[src/logic/dcache_pkg.sv]
`default_nettype none

package dcache_pkg;

    // Address and data geometry
    localparam int ADDR_W   = 32;
    localparam int WORD_W   = 32;
    localparam int BLOCK_W  = 128;
    localparam int NUM_SETS = 16;
    localparam int INDEX_W  = 4;
    localparam int WSEL_W   = 2;
    localparam int BSEL_W   = 2;
    localparam int OFFSET_W = WSEL_W + BSEL_W;
    localparam int TAG_W    = ADDR_W - INDEX_W - OFFSET_W;

    // Width of a way number, at least one bit even for a direct mapped cache
    function automatic int way_w(input int n);
        return (n > 1) ? $clog2(n) : 1;
    endfunction

    // Raw view goes to the bus for uncached accesses, field view feeds lookups
    typedef union packed {
        logic [ADDR_W-1:0] raw;
        struct packed {
            logic [TAG_W-1:0]   tag;
            logic [INDEX_W-1:0] index;
            logic [WSEL_W-1:0]  word_sel;
            logic [BSEL_W-1:0]  byte_sel;
        } fields;
    } cache_addr_u;

    typedef enum logic [2:0] {
        IDLE,
        LOOKUP,
        RESPOND,
        EVICT_REQ,
        FILL_REQ,
        FILL_WAIT,
        UNC_REQ,
        UNC_WAIT
    } ctrl_state_e;

endpackage

`default_nettype wire
[src/logic/dcache_ctrl.sv]
`timescale 1ns/1ps
`default_nettype none

module dcache_ctrl import dcache_pkg::*; #(
    parameter int NUM_WAYS = 2,
    localparam int WAY_W = way_w(NUM_WAYS)
) (
    input  logic                             clk_i,
    input  logic                             rstn_i,
    // Requesting port
    input  logic                             req_valid_i,
    output logic                             req_ready_o,
    input  logic [ADDR_W-1:0]                req_addr_i,
    input  logic                             req_write_i,
    input  logic                             req_uncached_i,
    input  logic [WORD_W-1:0]                req_wdata_i,
    output logic                             rsp_valid_o,
    input  logic                             rsp_ready_i,
    output logic [WORD_W-1:0]                rsp_data_o,
    // Memory bus
    output logic                             mem_req_valid_o,
    input  logic                             mem_req_ready_i,
    output logic [ADDR_W-1:0]                mem_req_addr_o,
    output logic                             mem_req_write_o,
    output logic                             mem_req_uncached_o,
    output logic [BLOCK_W-1:0]               mem_req_data_o,
    input  logic                             mem_rsp_valid_i,
    output logic                             mem_rsp_ready_o,
    input  logic [BLOCK_W-1:0]               mem_rsp_data_i,
    // Tag store
    output logic [INDEX_W-1:0]               index_o,
    output logic [TAG_W-1:0]                 tag_o,
    output logic                             upd_o,
    output logic [WAY_W-1:0]                 upd_way_o,
    output logic [TAG_W-1:0]                 upd_tag_o,
    output logic                             upd_valid_o,
    output logic                             upd_dirty_o,
    input  logic                             hit_i,
    input  logic [WAY_W-1:0]                 hit_way_i,
    input  logic [NUM_WAYS-1:0]              set_dirty_i,
    input  logic [NUM_WAYS-1:0][TAG_W-1:0]   set_tags_i,
    // Data store and victim choice
    output logic [WSEL_W-1:0]                word_sel_o,
    output logic                             wr_word_o,
    output logic                             fill_o,
    output logic [WAY_W-1:0]                 way_o,
    output logic [WORD_W-1:0]                wdata_o,
    output logic [BLOCK_W-1:0]               fill_data_o,
    input  logic [NUM_WAYS-1:0][BLOCK_W-1:0] set_blocks_i,
    input  logic [WAY_W-1:0]                 victim_way_i
);

    ctrl_state_e       state_q;
    cache_addr_u       addr_q;
    logic              write_q;
    logic [WORD_W-1:0] wdata_q;
    logic [WAY_W-1:0]  victim_q;
    logic [BLOCK_W-1:0] hit_block;
    logic [ADDR_W-1:0] fill_addr;
    logic [ADDR_W-1:0] evict_addr;

    assign hit_block  = set_blocks_i[hit_way_i];
    assign fill_addr  = {addr_q.fields.tag, addr_q.fields.index, {OFFSET_W{1'b0}}};
    // Victim line lives in the same set, so only its tag differs
    assign evict_addr = {set_tags_i[victim_way_i], addr_q.fields.index, {OFFSET_W{1'b0}}};

    always_ff @(posedge clk_i) begin
        if (!rstn_i) begin
            state_q         <= IDLE;
            rsp_valid_o     <= 1'b0;
            mem_req_valid_o <= 1'b0;
            mem_rsp_ready_o <= 1'b0;
        end else begin
            case (state_q)
                IDLE: begin
                    if (req_valid_i) begin
                        addr_q.raw <= req_addr_i;
                        write_q    <= req_write_i;
                        wdata_q    <= req_wdata_i;
                        if (req_uncached_i) begin
                            mem_req_valid_o    <= 1'b1;
                            mem_req_addr_o     <= req_addr_i;
                            mem_req_write_o    <= req_write_i;
                            mem_req_uncached_o <= 1'b1;
                            mem_req_data_o     <= {{(BLOCK_W - WORD_W){1'b0}}, req_wdata_i};
                            state_q            <= UNC_REQ;
                        end else begin
                            state_q <= LOOKUP;
                        end
                    end
                end
                LOOKUP: begin
                    if (hit_i && write_q) begin
                        state_q <= IDLE;
                    end else if (hit_i) begin
                        rsp_valid_o <= 1'b1;
                        rsp_data_o  <= hit_block[addr_q.fields.word_sel*WORD_W +: WORD_W];
                        state_q     <= RESPOND;
                    end else begin
                        victim_q           <= victim_way_i;
                        mem_req_valid_o    <= 1'b1;
                        mem_req_uncached_o <= 1'b0;
                        if (set_dirty_i[victim_way_i]) begin
                            mem_req_addr_o  <= evict_addr;
                            mem_req_data_o  <= set_blocks_i[victim_way_i];
                            mem_req_write_o <= 1'b1;
                            state_q         <= EVICT_REQ;
                        end else begin
                            mem_req_addr_o  <= fill_addr;
                            mem_req_write_o <= 1'b0;
                            state_q         <= FILL_REQ;
                        end
                    end
                end
                EVICT_REQ: begin
                    // Write-back taken, follow straight on with the refill read
                    if (mem_req_ready_i) begin
                        mem_req_addr_o  <= fill_addr;
                        mem_req_write_o <= 1'b0;
                        state_q         <= FILL_REQ;
                    end
                end
                FILL_REQ: begin
                    if (mem_req_ready_i) begin
                        mem_req_valid_o <= 1'b0;
                        mem_rsp_ready_o <= 1'b1;
                        state_q         <= FILL_WAIT;
                    end
                end
                FILL_WAIT: begin
                    if (mem_rsp_valid_i) begin
                        mem_rsp_ready_o <= 1'b0;
                        state_q         <= LOOKUP;
                    end
                end
                UNC_REQ: begin
                    if (mem_req_ready_i) begin
                        mem_req_valid_o <= 1'b0;
                        if (write_q) begin
                            state_q <= IDLE;
                        end else begin
                            mem_rsp_ready_o <= 1'b1;
                            state_q         <= UNC_WAIT;
                        end
                    end
                end
                UNC_WAIT: begin
                    if (mem_rsp_valid_i) begin
                        mem_rsp_ready_o <= 1'b0;
                        rsp_valid_o     <= 1'b1;
                        rsp_data_o      <= mem_rsp_data_i[WORD_W-1:0];
                        state_q         <= RESPOND;
                    end
                end
                RESPOND: begin
                    if (rsp_ready_i) begin
                        rsp_valid_o <= 1'b0;
                        state_q     <= IDLE;
                    end
                end
                default: begin
                    state_q <= IDLE;
                end
            endcase
        end
    end

    assign req_ready_o = (state_q == IDLE);

    assign index_o    = addr_q.fields.index;
    assign tag_o      = addr_q.fields.tag;
    assign word_sel_o = addr_q.fields.word_sel;
    assign wdata_o    = wdata_q;
    assign fill_data_o = mem_rsp_data_i;

    // Array writes happen on the write hit and on the refill beat
    assign wr_word_o = (state_q == LOOKUP) && hit_i && write_q;
    assign fill_o    = (state_q == FILL_WAIT) && mem_rsp_valid_i;
    assign way_o     = (state_q == FILL_WAIT) ? victim_q : hit_way_i;

    assign upd_o       = wr_word_o || fill_o;
    assign upd_way_o   = way_o;
    assign upd_tag_o   = addr_q.fields.tag;
    assign upd_valid_o = 1'b1;
    assign upd_dirty_o = wr_word_o;

    a_mem_req_hold: assert property (
        @(posedge clk_i) disable iff (!rstn_i)
        mem_req_valid_o && !mem_req_ready_i |=> mem_req_valid_o
            && $stable({mem_req_addr_o, mem_req_write_o, mem_req_uncached_o, mem_req_data_o})
    );

    a_rsp_hold: assert property (
        @(posedge clk_i) disable iff (!rstn_i)
        rsp_valid_o && !rsp_ready_i |=> rsp_valid_o && $stable(rsp_data_o)
    );

endmodule

`default_nettype wire

[config.mk]
export PLATFORM = sky130hd
export DESIGN_NAME = dcache_ctrl
export DESIGN_NICKNAME = d
export VERILOG_FILES = /design/src/logic/dcache_pkg.sv /design/src/logic/dcache_ctrl.sv
export SDC_FILE = /design/constraint.sdc
export NUM_CORES = 1
export LEC_CHECK = 0
export BUFFER_PORTS_ARGS = -buffer_cell sky130_fd_sc_hd__buf_2
export CORE_AREA = 5 5 360 362
export CTS_BUF_LIST = sky130_fd_sc_hd__clkbuf_4
export CTS_CLUSTER_SIZE = 25
export DETAILED_ROUTE_END_ITERATION = 16
export DIE_AREA = 0 0 365 367
export GPL_TIMING_DRIVEN = 0
export PLACE_DENSITY = 0.33
export SETUP_SLACK_MARGIN = 0.15
export SLEW_MARGIN = 5
export SYNTH_ARGS = -nofsm -noshare
export SYNTH_HDL_FRONTEND = slang
export SYNTH_SLANG_ARGS = --single-unit
[constraint.sdc]
create_clock -name clk_i -period 17.09 [get_ports clk_i]
set_input_delay 2.5635 -clock clk_i [delete_from_list [all_inputs] [get_ports clk_i]]
set_output_delay 2.5635 -clock clk_i [all_outputs]
set_load 0.005 [all_outputs]
==> results of run 1 <==
## routing by layer
layer  routed length, um  share of wire
met5                  41        0.00043
met2               49610           0.52
met3                7941          0.083
met4                2644          0.028
met1               35220           0.37
## power by group through the flow
stage	logic [mW]	registers, mW	clock network (mW)
floorplan	0.297	0.888	0
global placement	0.701	0.897	0
detailed placement	0.715	0.874	0
CTS	0.718	0.862	0.747
global route	0.749	0.867	0.771
finish	0.682	0.860	0.697
## registers in the layout, summed over array words and instances, names as in the netlist
register and cells:
mem_rsp_ready_o 1, victim_q 1, state_q 3, mem_req_uncached_o 1, write_q 1, mem_req_data_o 128
wdata_o 32, mem_req_addr_o 32, rsp_data_o 32, rsp_valid_o 1, addr_q 30, mem_req_write_o 1
mem_req_valid_o 1
## path summary, 6_finish.rpt
kind	slack, ns	to	cells after the start
worst max-delay path	10.68	way_o	5
worst min-delay path	0.51	mem_rsp_ready_o	2
worst max register to register	13.73	mem_req_addr_o[28]	10
worst min register to register	0.51	mem_rsp_ready_o	2
## layout by cell type, fill, tap and decap left out, drive strengths merged, types with 2 or more instances in the layout
| cell type | netlist | routed |
|---|---|---|
| o21ai | 64 | 64 |
| diode | 0 | 18 |
| dfxtp | 6 | 6 |
| buf | 201 | 1039 |
| mux4 | 64 | 64 |
| nand2b | 7 | 7 |
| o41ai | 2 | 2 |
| nor2 | 128 | 128 |
| mux2i | 185 | 185 |
| o21a | 4 | 4 |
| nor3 | 3 | 3 |
| a221o | 24 | 24 |
| and3 | 2 | 2 |
| a21oi | 7 | 7 |
| clkinv | 0 | 27 |
| edfxtp | 258 | 258 |
| clkinvlp | 0 | 2 |
| a31oi | 3 | 3 |
| nand2 | 72 | 72 |
| and2 | 6 | 6 |
| mux2 | 6 | 6 |
| inv | 4 | 6 |
| o211ai | 3 | 3 |
| nor3b | 2 | 2 |
| clkbuf | 28 | 149 |
## cells by family after synthesis
logic type | count (synthesis) | synth area share
xor+xnor | 1 | 0.0006045
compound gates | 117 | 0.05449
mux | 255 | 0.2322
other cells | 1 | 0.0002588
simple gates | 225 | 0.06347
flops | 264 | 0.5430
buf+inv | 233 | 0.1060
## final cells by class
class                           instances  area (um2)  area share
Antenna cell                           18       45.04    0.002047
Buffer                                229        1526     0.06939
Clock buffer                          121       908.4     0.04129
Clock inverter                         32       168.9    0.007678
Inverter                                4       15.01   0.0006825
Multi-Input combinational cell        599        5107      0.2322
Sequential cell                       264        7868      0.3576
Tap cell                             1662        2079     0.09452
Timing Repair Buffer                  838        4282      0.1946
## critical path, delay by kind of cell
family | cells | cell delay [ns]
buf+inv | 4 | 0.98
mux | 1 | 0.28
## through the flow
step	power, mW	util	std cells
floorplan	1.185	-	1096
global placement	1.598	0.1639	3586
detailed placement	1.589	0.1652	3596
CTS	2.327	0.1737	3749
global route	2.387	0.1739	3759
finish	2.239	0.1741	3767
==> impl_results.md, run 1 <==
- Status: complete, no violations
- Hold WC Path Type: reg2reg
- CP cell instances: buf_2 > buf_4 > mux2_2 > buf_4 > buf_2
- Num ports: 928
- Max Clk Rate: 155.9 MHz
- Post-synth cell types: 47
- Final Wtd Congestion: 0.7933
- Warnings from Yosys: 0
- Slew @ Worst Pin: 1.297 ns
- Routed Antenna Nets: 0
- Gr usage total: 0.1363
- Met2 GRT Util: 0.2505
- WP data arrival: 3.85 ns
- CP Launch Type: primary input
- Final clock period utilization by the worst path: 0.3754
- Total number of vias: 13233
- Tmin final: 6.415 ns
- Syn avg cell area: 13.22 um2
- FP Rows: 131
- Top cell type's share of synthesized area: 0.5347
- FF+latch count, synth: 264
- TritonCTS Buffers: 90
- CP peak stage delay: 0.40 ns
- Critical path type: in2out
- Most common library cells after synthesis: 258 x edfxtp_1, 185 x mux2i_1, 163 x buf_4, 128 x nor2_1, 71 x nand2_1
- Mapped Nets: 1605
- Setup TNS Final: 0 ns
- CTS resizes: 0
- Worst Hold Launch: mem_rsp_ready_o
- Hold-fix buffers, CTS: 0
- DRC: 0
- Slew Limit Fails: 0
- Area added between synthesis and finish: 51.83%
- Final worst slack: 10.68 ns
- Comb pwr share: 0.304
- Clk pwr share: 0.311
- Fin nets: 2535
- Filler cells: 14188
- CTS Buffer Depth: 3
- Netlist Area Pre-Place: 14490 um2
- Sequential fraction of the synthesis area: 0.5430
- 1st-pass router iterations: 4
- Die Area: 134000 um2
- Die height: 367 um
- Clk_lat worst skew: 0.97 ns
- Worst slew margin: 0.1356
- Number of flops mapped to enable cells by yosys: 258
- Clk sinks: 264
- Vias per cell: 3.513
- Fraction of layout cells with a size suffix above 1: 0.5975
- Reg power frac: 0.384
- Net Sw Power: 0.8052 mW
- Iteration-0 DRC Markers: 707
- Most common cell in the synthesized netlist: edfxtp_1
- Peak VDD IR: 33.52 uV
- GRT met3 Usage: 0.04178
- H-tree levels: 3
- CP Launch Point: hit_way_i
- Synth Instances: 1096
- WL/cell: 25.34 um
- Final Hold Vio Count: 0
- Critical Path RT: 14.53 ns
- Slowest CP cell: buf_2
- Vias in the first global route: 14275
- PwrDens: 101.8 nW/um2
- CP endpoint kind: primary output
- CTS tree: built
- Final setup fails: 0
- Int Power: 1.433 mW
- Port Buffer Count: 828
- Largest net degree at the start of global routing: 48
- Final instance area: 22000 um2
- Leakage: 9.568 nW
- Total congestion overflow: 0
- Global-route wire length before repair: 122.5 mm
- Async SR Flop Fraction: 0
- Reg2reg start: state_q[2]
- Initial Util: 0.1147
- Net Sw Frac: 0.3597
- Reg clk slew, reported paths: 0.06 ns
- Postcts setup bufs: 0
- Routed WL: 95.46 mm
- Cell Area, Placed: 20880 um2
- RSZ-0062 raised after global routing: no
- Layout Skew: 0.08379 ns
- Die X: 365 um
- Initial antenna violation count: 36
- Max-cap viol count: 0
- Final hold slack: 0.5100 ns
- Dpl ws: 10.54 ns
- GRT Max-Usage Layer: met2
- Cell taking the most area after synthesis: edfxtp_1
- Met1 Resource Use GR: 0.1472
- Hpwl dp: 77.42 mm
- CORE AREA: 126400 um2
- CTS Root Cell: clkbuf_4
- Top_reg_cell synth: edfxtp_1
- Max FO, Critical Path: 10
- Main area contributors after synthesis: edfxtp_1 53%, mux2i_1 13%, mux4_2 9.9%, buf_4 8.4%, nor2_1 3.3%
(Power assumes the default switching activity.)
==> inputs of run 2 (changes only) <==
- CORE_AREA: 5 5 360 362 -> 5 5 354 356
- DIE_AREA: 0 0 365 367 -> 0 0 359 361
- PLACE_DENSITY: 0.33 -> 0.34
- clock period: 17.09 -> 6 ns (I/O delays scaled with it)
==> run 2 against run 1 <==
- die area decreased by 3.3%
- sequential share of layout area decreased by 0.92 points
- global-route usage decreased by 0.069 points
- clock-buffer cell count increased by 3
- highest routed layer unchanged
==> impl_results.md, run 2 (same netlist as run 1, synthesis figures left out) <==
- Total number of vias: 13458 (was 13233)
- Most common cell after layout, fill and taps aside: buf_2 (unchanged)
- Die height: 361 um (was 367 um)
- Clk pwr share: 0.307 (was 0.311)
- WL/cell: 24.40 um (was 25.34 um)
- Hold WC Path Type: in2reg (was reg2reg)
- CTS Buffer Depth: 3 (unchanged)
- Final hold slack: 0.2364 ns (was 0.5100 ns)
- Reg power frac: 0.385 (was 0.384)
- Port Buffer Count: 828 (unchanged)
- Design Power: 6.358 mW (was 2.239 mW)
- CTS resizes: 0 (unchanged)
- Final Hold Vio Count: 0 (unchanged)
- Critical path type: reg2out (was in2out)
- TritonCTS Buffers: 89 (was 90)
- WP data arrival: 3.46 ns (was 3.85 ns)
- Slew @ Worst Pin: 1.218 ns (was 1.297 ns)
- Hold Path Depth: 1 (was 2)
- Final Wtd Congestion: 0.7817 (was 0.7933)
- Setup TNS Final: 0 ns (unchanged)
- Reg clk slew, reported paths: 0.06 ns (about the same)
- Status: complete, no violations (unchanged)
- Slowest CP cell: clkbuf_1 (was buf_2)
- Area added between synthesis and finish: 55.82% (was 51.83%)
- Reg2reg end: mem_req_data_o[83] (was mem_req_addr_o[28])
- Largest net degree at the start of global routing: 51 (was 48)
- Total congestion overflow: 0 (unchanged)
- Dpl ws: 2.187 ns (was 10.54 ns)
- Comb pwr share: 0.308 (was 0.304)
- Most common cell on crit path: buf_2
- Num ports: 928 (unchanged)
- Vias per cell: 3.543 (was 3.513)
- Worst r2r path cells: 8 (was 10)
- Max-cap viol count: 0 (unchanged)
- CP Launch Type: flip-flop (was primary input)
- Final Util: 0.1860 (was 0.1741)
- Iteration-0 DRC Markers: 672 (was 707)
- CTS Root Cell: clkbuf_4 (unchanged)
- FP Rows: 128 (was 131)
- CP bufs+invs: 5 (was 4)
- Layout Skew: 0.05940 ns (was 0.08379 ns)
- Max FO, Critical Path: 10 (unchanged)
- Routed Antenna Nets: 0 (unchanged)
- Reg2reg start: state_q[2] (unchanged)
- Hpwl dp: 74.94 mm (was 77.42 mm)
- Initial Util: 0.1194 (was 0.1147)
- CP peak stage delay: 0.83 ns (was 0.40 ns)
- Fin nets: 2597 (was 2535)
- Max FFs per register: 128 (unchanged)
- CP endpoint kind: primary output (unchanged)
- Filler cells: 13597 (was 14188)
- PwrDens: 281.6 nW/um2 (was 101.8 nW/um2)
- Leakage: 9.831 nW (was 9.568 nW)
- 1st-pass router iterations: 5 (was 4)
- Final worst slack: 1.638 ns (was 10.68 ns)
- End of the worst hold path: wdata_o[31] (was mem_rsp_ready_o)
- H-tree levels: 3 (unchanged)
- Final clock period utilization by the worst path: 0.7270
- Initial antenna violation count: 30 (was 36)
- Die X: 359 um (was 365 um)
- Worst-case register-to-register setup slack: 2.47 ns (was 13.73 ns)
- Gr usage total: 0.1356 (was 0.1363)
- Fraction of layout cells with a size suffix above 1: 0.5787 (was 0.5975)
- Worst slew margin: 0.1882 (was 0.1356)
- Top delay family on crit path: buffers and inverters (unchanged)
- DRC: 0 (unchanged)
- Int Power: 4.087 mW (was 1.433 mW)
- Most flops, register: mem_req_data_o (unchanged)
- Clk_lat worst skew: 0.97 ns (about the same)
- Clk sinks: 264 (unchanged)
- Global-route wire length before repair: 120.8 mm (was 122.5 mm)
- Die Area: 129600 um2 (was 134000 um2)
- Worst Hold Launch: req_wdata_i[31] (was mem_rsp_ready_o)
- CTS tree: built (unchanged)
- Final setup fails: 0 (unchanged)
- Vias in the first global route: 14536 (was 14275)
- CP cell instances: buf_2 > nor3b_2 > inv_1 > buf_2 > clkbuf_1 > o22ai_1 > buf_2 (was buf_2 > buf_4 > mux2_2 > buf_4 > buf_2)
- RSZ-0062 raised after global routing: no (unchanged)
- Net Sw Frac: 0.3572 (was 0.3597)
- Slew Limit Fails: 0 (unchanged)
- Tmin final: 4.362 ns
- Critical Path RT: 5.10 ns (was 14.53 ns)
- Max Clk Rate: 229.2 MHz
- CORE AREA: 121400 um2 (was 126400 um2)
- Peak VDD IR: 111.8 uV (was 33.52 uV)
- Net Sw Power: 2.271 mW (was 0.8052 mW)
- Routed WL: 92.66 mm (was 95.46 mm)
- Most frequent cells in the layout: 862 x buf_2, 258 x edfxtp_1, 185 x mux2i_1 (unchanged)
[run 2: worst max path at each step]
| stage | end | cells past startpoint | start |
|---|---|---|---|
| 6_report | upd_o | 7 | state_q[2] |
| 5_1_grt | upd_o | 7 | state_q[2] |
| 4_1_cts | upd_o | 7 | state_q[2] |
| 3_5_place_dp | upd_o | 7 | state_q[2] |
| 3_3_place_gp | mem_req_addr_o[7] | 6 | state_q[2] |
| 2_1_floorplan | mem_req_addr_o[0] | 3 | rstn_i |
[run 2: timing repair]
| item | in CTS | in global routing |
|---|---|---|
| hold buffers | 63 | 0 |
| endpoints found under the hold margin | 63 | 0 |
| buffers inserted | 0 | 0 |
[run 2: area by class of cell]
type                    instances  area [um2]  area share
flip-flops and latches        264        7868      0.3484
multi-input cells             599        5107      0.2262
repair buffers                901        4905      0.2172
well taps                    1625        2033     0.09005
plain buffers                 229        1525     0.06755
clock buffers                 124       930.9     0.04123
clock inverters                34       150.1    0.006650
diodes                         18       45.04    0.001995
inverters                       4       15.01   0.0006650
[run 2: routing by layer]
| layer | track usage | share of wire | up-vias |
|---|---|---|---|
| met1 | 0.1460 | 0.37 | 6616 |
| li1 | - | - | 6022 |
| met4 | 0.04915 | 0.028 | 12 |
| met3 | 0.03972 | 0.070 | 132 |
| met5 | 0 | 0.00092 | - |
| met2 | 0.2517 | 0.53 | 676 |
[run 2: worst reg2reg max path, cell delays in order, from the launching register on]
cell and delay, ns:
dfxtp_1 0.30, buf_2 0.19, nor3b_2 0.10, inv_1 0.14
buf_2 0.49, buf_2 0.68, o21a_4 0.58, buf_12 0.30
buf_16 0.33
[run 2: through the flow]
stage          area, um2  std cells
6_report           22580       3798
5_1_grt            22550       3787
4_1_cts            22530       3780
3_5_place_dp       20820       3559
3_3_place_gp       20670       3549
2_1_floorplan      14490       1096
[run 2: power by group through the flow]
stage | Combinational [mW] | Sequential [mW] | Clock, mW
2_1_floorplan | 0.846 | 2.53 | 0
3_3_place_gp | 1.97 | 2.55 | 0
3_5_place_dp | 2.01 | 2.49 | 0
4_1_cts | 2.05 | 2.45 | 2.08
5_1_grt | 2.14 | 2.47 | 2.16
6_report | 1.96 | 2.45 | 1.95
==> inputs of run 3 (changes only) <==
- CORE_AREA: 5 5 354 356 -> 5 5 361 363
- DIE_AREA: 0 0 359 361 -> 0 0 366 368
- clock period: 6 -> 3.9 ns (I/O delays scaled with it)
==> run 3 against run 2 <==
- global-route usage increased by 0.65 points
- clock power grew 52%
- power rose by 60%
- utilization rose by 1.8 points
- via count grew 9.9%
- non-clock buffer count grew 324
- critical path depth unchanged
- critical path type unchanged
==> impl_results.md, run 3 (same netlist as run 1, synthesis figures left out) <==
- Status: complete, no violations (unchanged)
- Gr usage total: 0.1421 (was 0.1356)
- Die X: 366 um (was 359 um)
- Dpl ws: 0.3406 ns (was 2.187 ns)
- Die height: 368 um (was 361 um)
- Final instance area: 25900 um2 (was 22580 um2)
- Filler cells: 14043 (was 13597)
- Vias in the first global route: 16469 (was 14536)
- Reg clk slew, reported paths: 0.05 ns (was 0.06 ns)
- 1st-pass router iterations: 7 (was 5)
- CP Launch Type: flip-flop (unchanged)
- Final setup fails: 0 (unchanged)
- Die Area: 134700 um2 (was 129600 um2)
- Slew Limit Fails: 0 (unchanged)
- Peak VDD IR: 174.9 uV (was 111.8 uV)
- Slowest CP cell: buf_2 (was clkbuf_1)
- Routed WL: 99.64 mm (was 92.66 mm)
- Most common cell after layout, fill and taps aside: buf_2 (unchanged)
- WL/cell: 24.00 um (was 24.40 um)
- H-tree levels: 3 (unchanged)
- Max-cap viol count: 0 (unchanged)
- CTS Root Cell: clkbuf_4 (unchanged)
- Final clock period utilization by the worst path: 0.8834
- Final Util: 0.2044 (was 0.1860)
- Total congestion overflow: 0 (unchanged)
- Setup TNS Final: 0 ns (unchanged)
- Total number of vias: 14784 (was 13458)
- Slew @ Worst Pin: 1.219 ns (was 1.218 ns)
- CTS tree: built (unchanged)
- Final Wtd Congestion: 0.8243 (was 0.7817)
- Critical path type: reg2out (unchanged)
- Hpwl dp: 78.42 mm (was 74.94 mm)
- CORE AREA: 126700 um2 (was 121400 um2)
- Cell Area, Placed: 20900 um2 (was 20820 um2)
- Largest net degree at the start of global routing: 49 (was 51)
- CP cell instances: buf_2 > nor3b_4 > inv_2 > buf_2 > clkbuf_8 > o22ai_1 > buf_2 (was buf_2 > nor3b_2 > inv_1 > buf_2 > clkbuf_1 > o22ai_1 > buf_2)
- Final hold slack: 0.1978 ns (was 0.2364 ns)
- Area added between synthesis and finish: 78.74% (was 55.82%)
- Fraction of layout cells with a size suffix above 1: 0.5010 (was 0.5787)
- Initial Util: 0.1144 (was 0.1194)
- Most flops, register: mem_req_data_o (unchanged)
- Final Hold Vio Count: 0 (unchanged)
- Tmin final: 3.445 ns
- Final worst slack: 0.4547 ns (was 1.638 ns)
- PwrDens: 393.4 nW/um2 (was 281.6 nW/um2)
- FP Rows: 131 (was 128)
- Area taken by multi-input logic gates: 5134 um2 (was 5107 um2)
- Leakage: 11.17 nW (was 9.831 nW)
- DRC: 0 (unchanged)
- Hold WC Path Type: in2reg (unchanged)
- Fin nets: 2923 (was 2597)
- Most frequent cells in the layout: 859 x buf_2, 390 x dlygate4sd3_1, 258 x edfxtp_1 (was 862 x buf_2, 258 x edfxtp_1, 185 x mux2i_1)
- WP data arrival: 2.86 ns (was 3.46 ns)
- Clk sinks: 264 (unchanged)
- CTS Buffer Depth: 3 (unchanged)
- Inst Count DP: 3593 (was 3559)
- CP endpoint kind: primary output (unchanged)
- Initial antenna violation count: 31 (was 30)
- Layout Skew: 0.05546 ns (was 0.05940 ns)
- Most common cell on crit path: buf_2 (unchanged)
- Global-route wire length before repair: 131.8 mm (was 120.8 mm)
- RSZ-0062 raised after global routing: no (unchanged)
- CP peak stage delay: 0.33 ns (was 0.83 ns)
- Max Clk Rate: 290.3 MHz
- Num ports: 928 (unchanged)
- Port Buffer Count: 828 (unchanged)
- Design Power: 10.19 mW (was 6.358 mW)
- TritonCTS Buffers: 91 (was 89)
- CP bufs+invs: 5 (unchanged)
- Clk_lat worst skew: 0.96 ns (was 0.97 ns)
- Vias per cell: 3.562 (was 3.543)
- Non-filler cells, final: 4151 (was 3798)
- Worst slew margin: 0.1874 (was 0.1882)
- Routed Antenna Nets: 0 (unchanged)
- Max FFs per register: 128 (unchanged)
- Critical Path RT: 3.31 ns (was 5.10 ns)
- Iteration-0 DRC Markers: 753 (was 672)
- Postcts setup bufs: 0 (unchanged)
- Top delay family on crit path: buffers and inverters (unchanged)
- Register area: 7868 um2 (unchanged)
- Max FO, Critical Path: 10 (unchanged)
[run 3: cell types whose count changed in the layout (fill, tap and decap cells not counted), moves of 2 or more]
cell           delta
buf_16            +2
buf_6             +3
clkbuf_4          -9
clkinv_4          -3
buf_2             -3
diode_2           +2
buf_12            -2
buf_4             -2
dlygate4sd3_1   +327
clkinv_2          +2
[run 3: report_power, final]
group          internal, mW  switching (mW)  total [mW]
sequential             3.65           0.116        3.77
clock                  1.43            1.54        2.97
combinational          1.46            1.99        3.45
total                  6.55            3.64        10.2
[run 3: routing by layer]
metal / global-route usage / wire length [um] / vias to the layer above
li1: - / - / 6667
met1: 0.1569 / 38040 / 7261
met2: 0.2542 / 50660 / 692
met3: 0.04496 / 7673 / 154
met4: 0.05551 / 3224 / 10
met5: 0 / 48 / -
[run 3: layout make-up]
type | count | area share
diodes | 20 | 0.001932
plain buffers | 229 | 0.05928
clock buffers | 115 | 0.03333
clock inverters | 33 | 0.006329
inverters | 4 | 0.0005797
multi-input cells | 599 | 0.1982
flip-flops and latches | 264 | 0.3038
well taps | 1662 | 0.08029
repair buffers | 1225 | 0.3163
[run 3: worst min-delay path: cells and delay by family]
family                 cells  cell delay [ns]
AOI/OAI and AO/OA          1             0.18
muxes                      1             0.16
buffers and inverters      1             0.09
[run 3: timing repair]
item	CTS	global route
setup endpoints to repair	3	0
hold buffers	390	0
resized for setup	6	0
hold endpoints to repair	262	0
[run 3: final timing paths]
check / start / cells past startpoint / slack (ns) / end
setup / recovery: state_q[2] / 7 / 0.45 / upd_o
hold reg to reg: addr_q[6] / 1 / 0.58 / mem_req_addr_o[6]
setup reg to reg: addr_q[2] / 6 / 0.71 / rsp_data_o[10]
hold / removal: set_blocks_i[4] / 3 / 0.20 / mem_req_data_o[4]
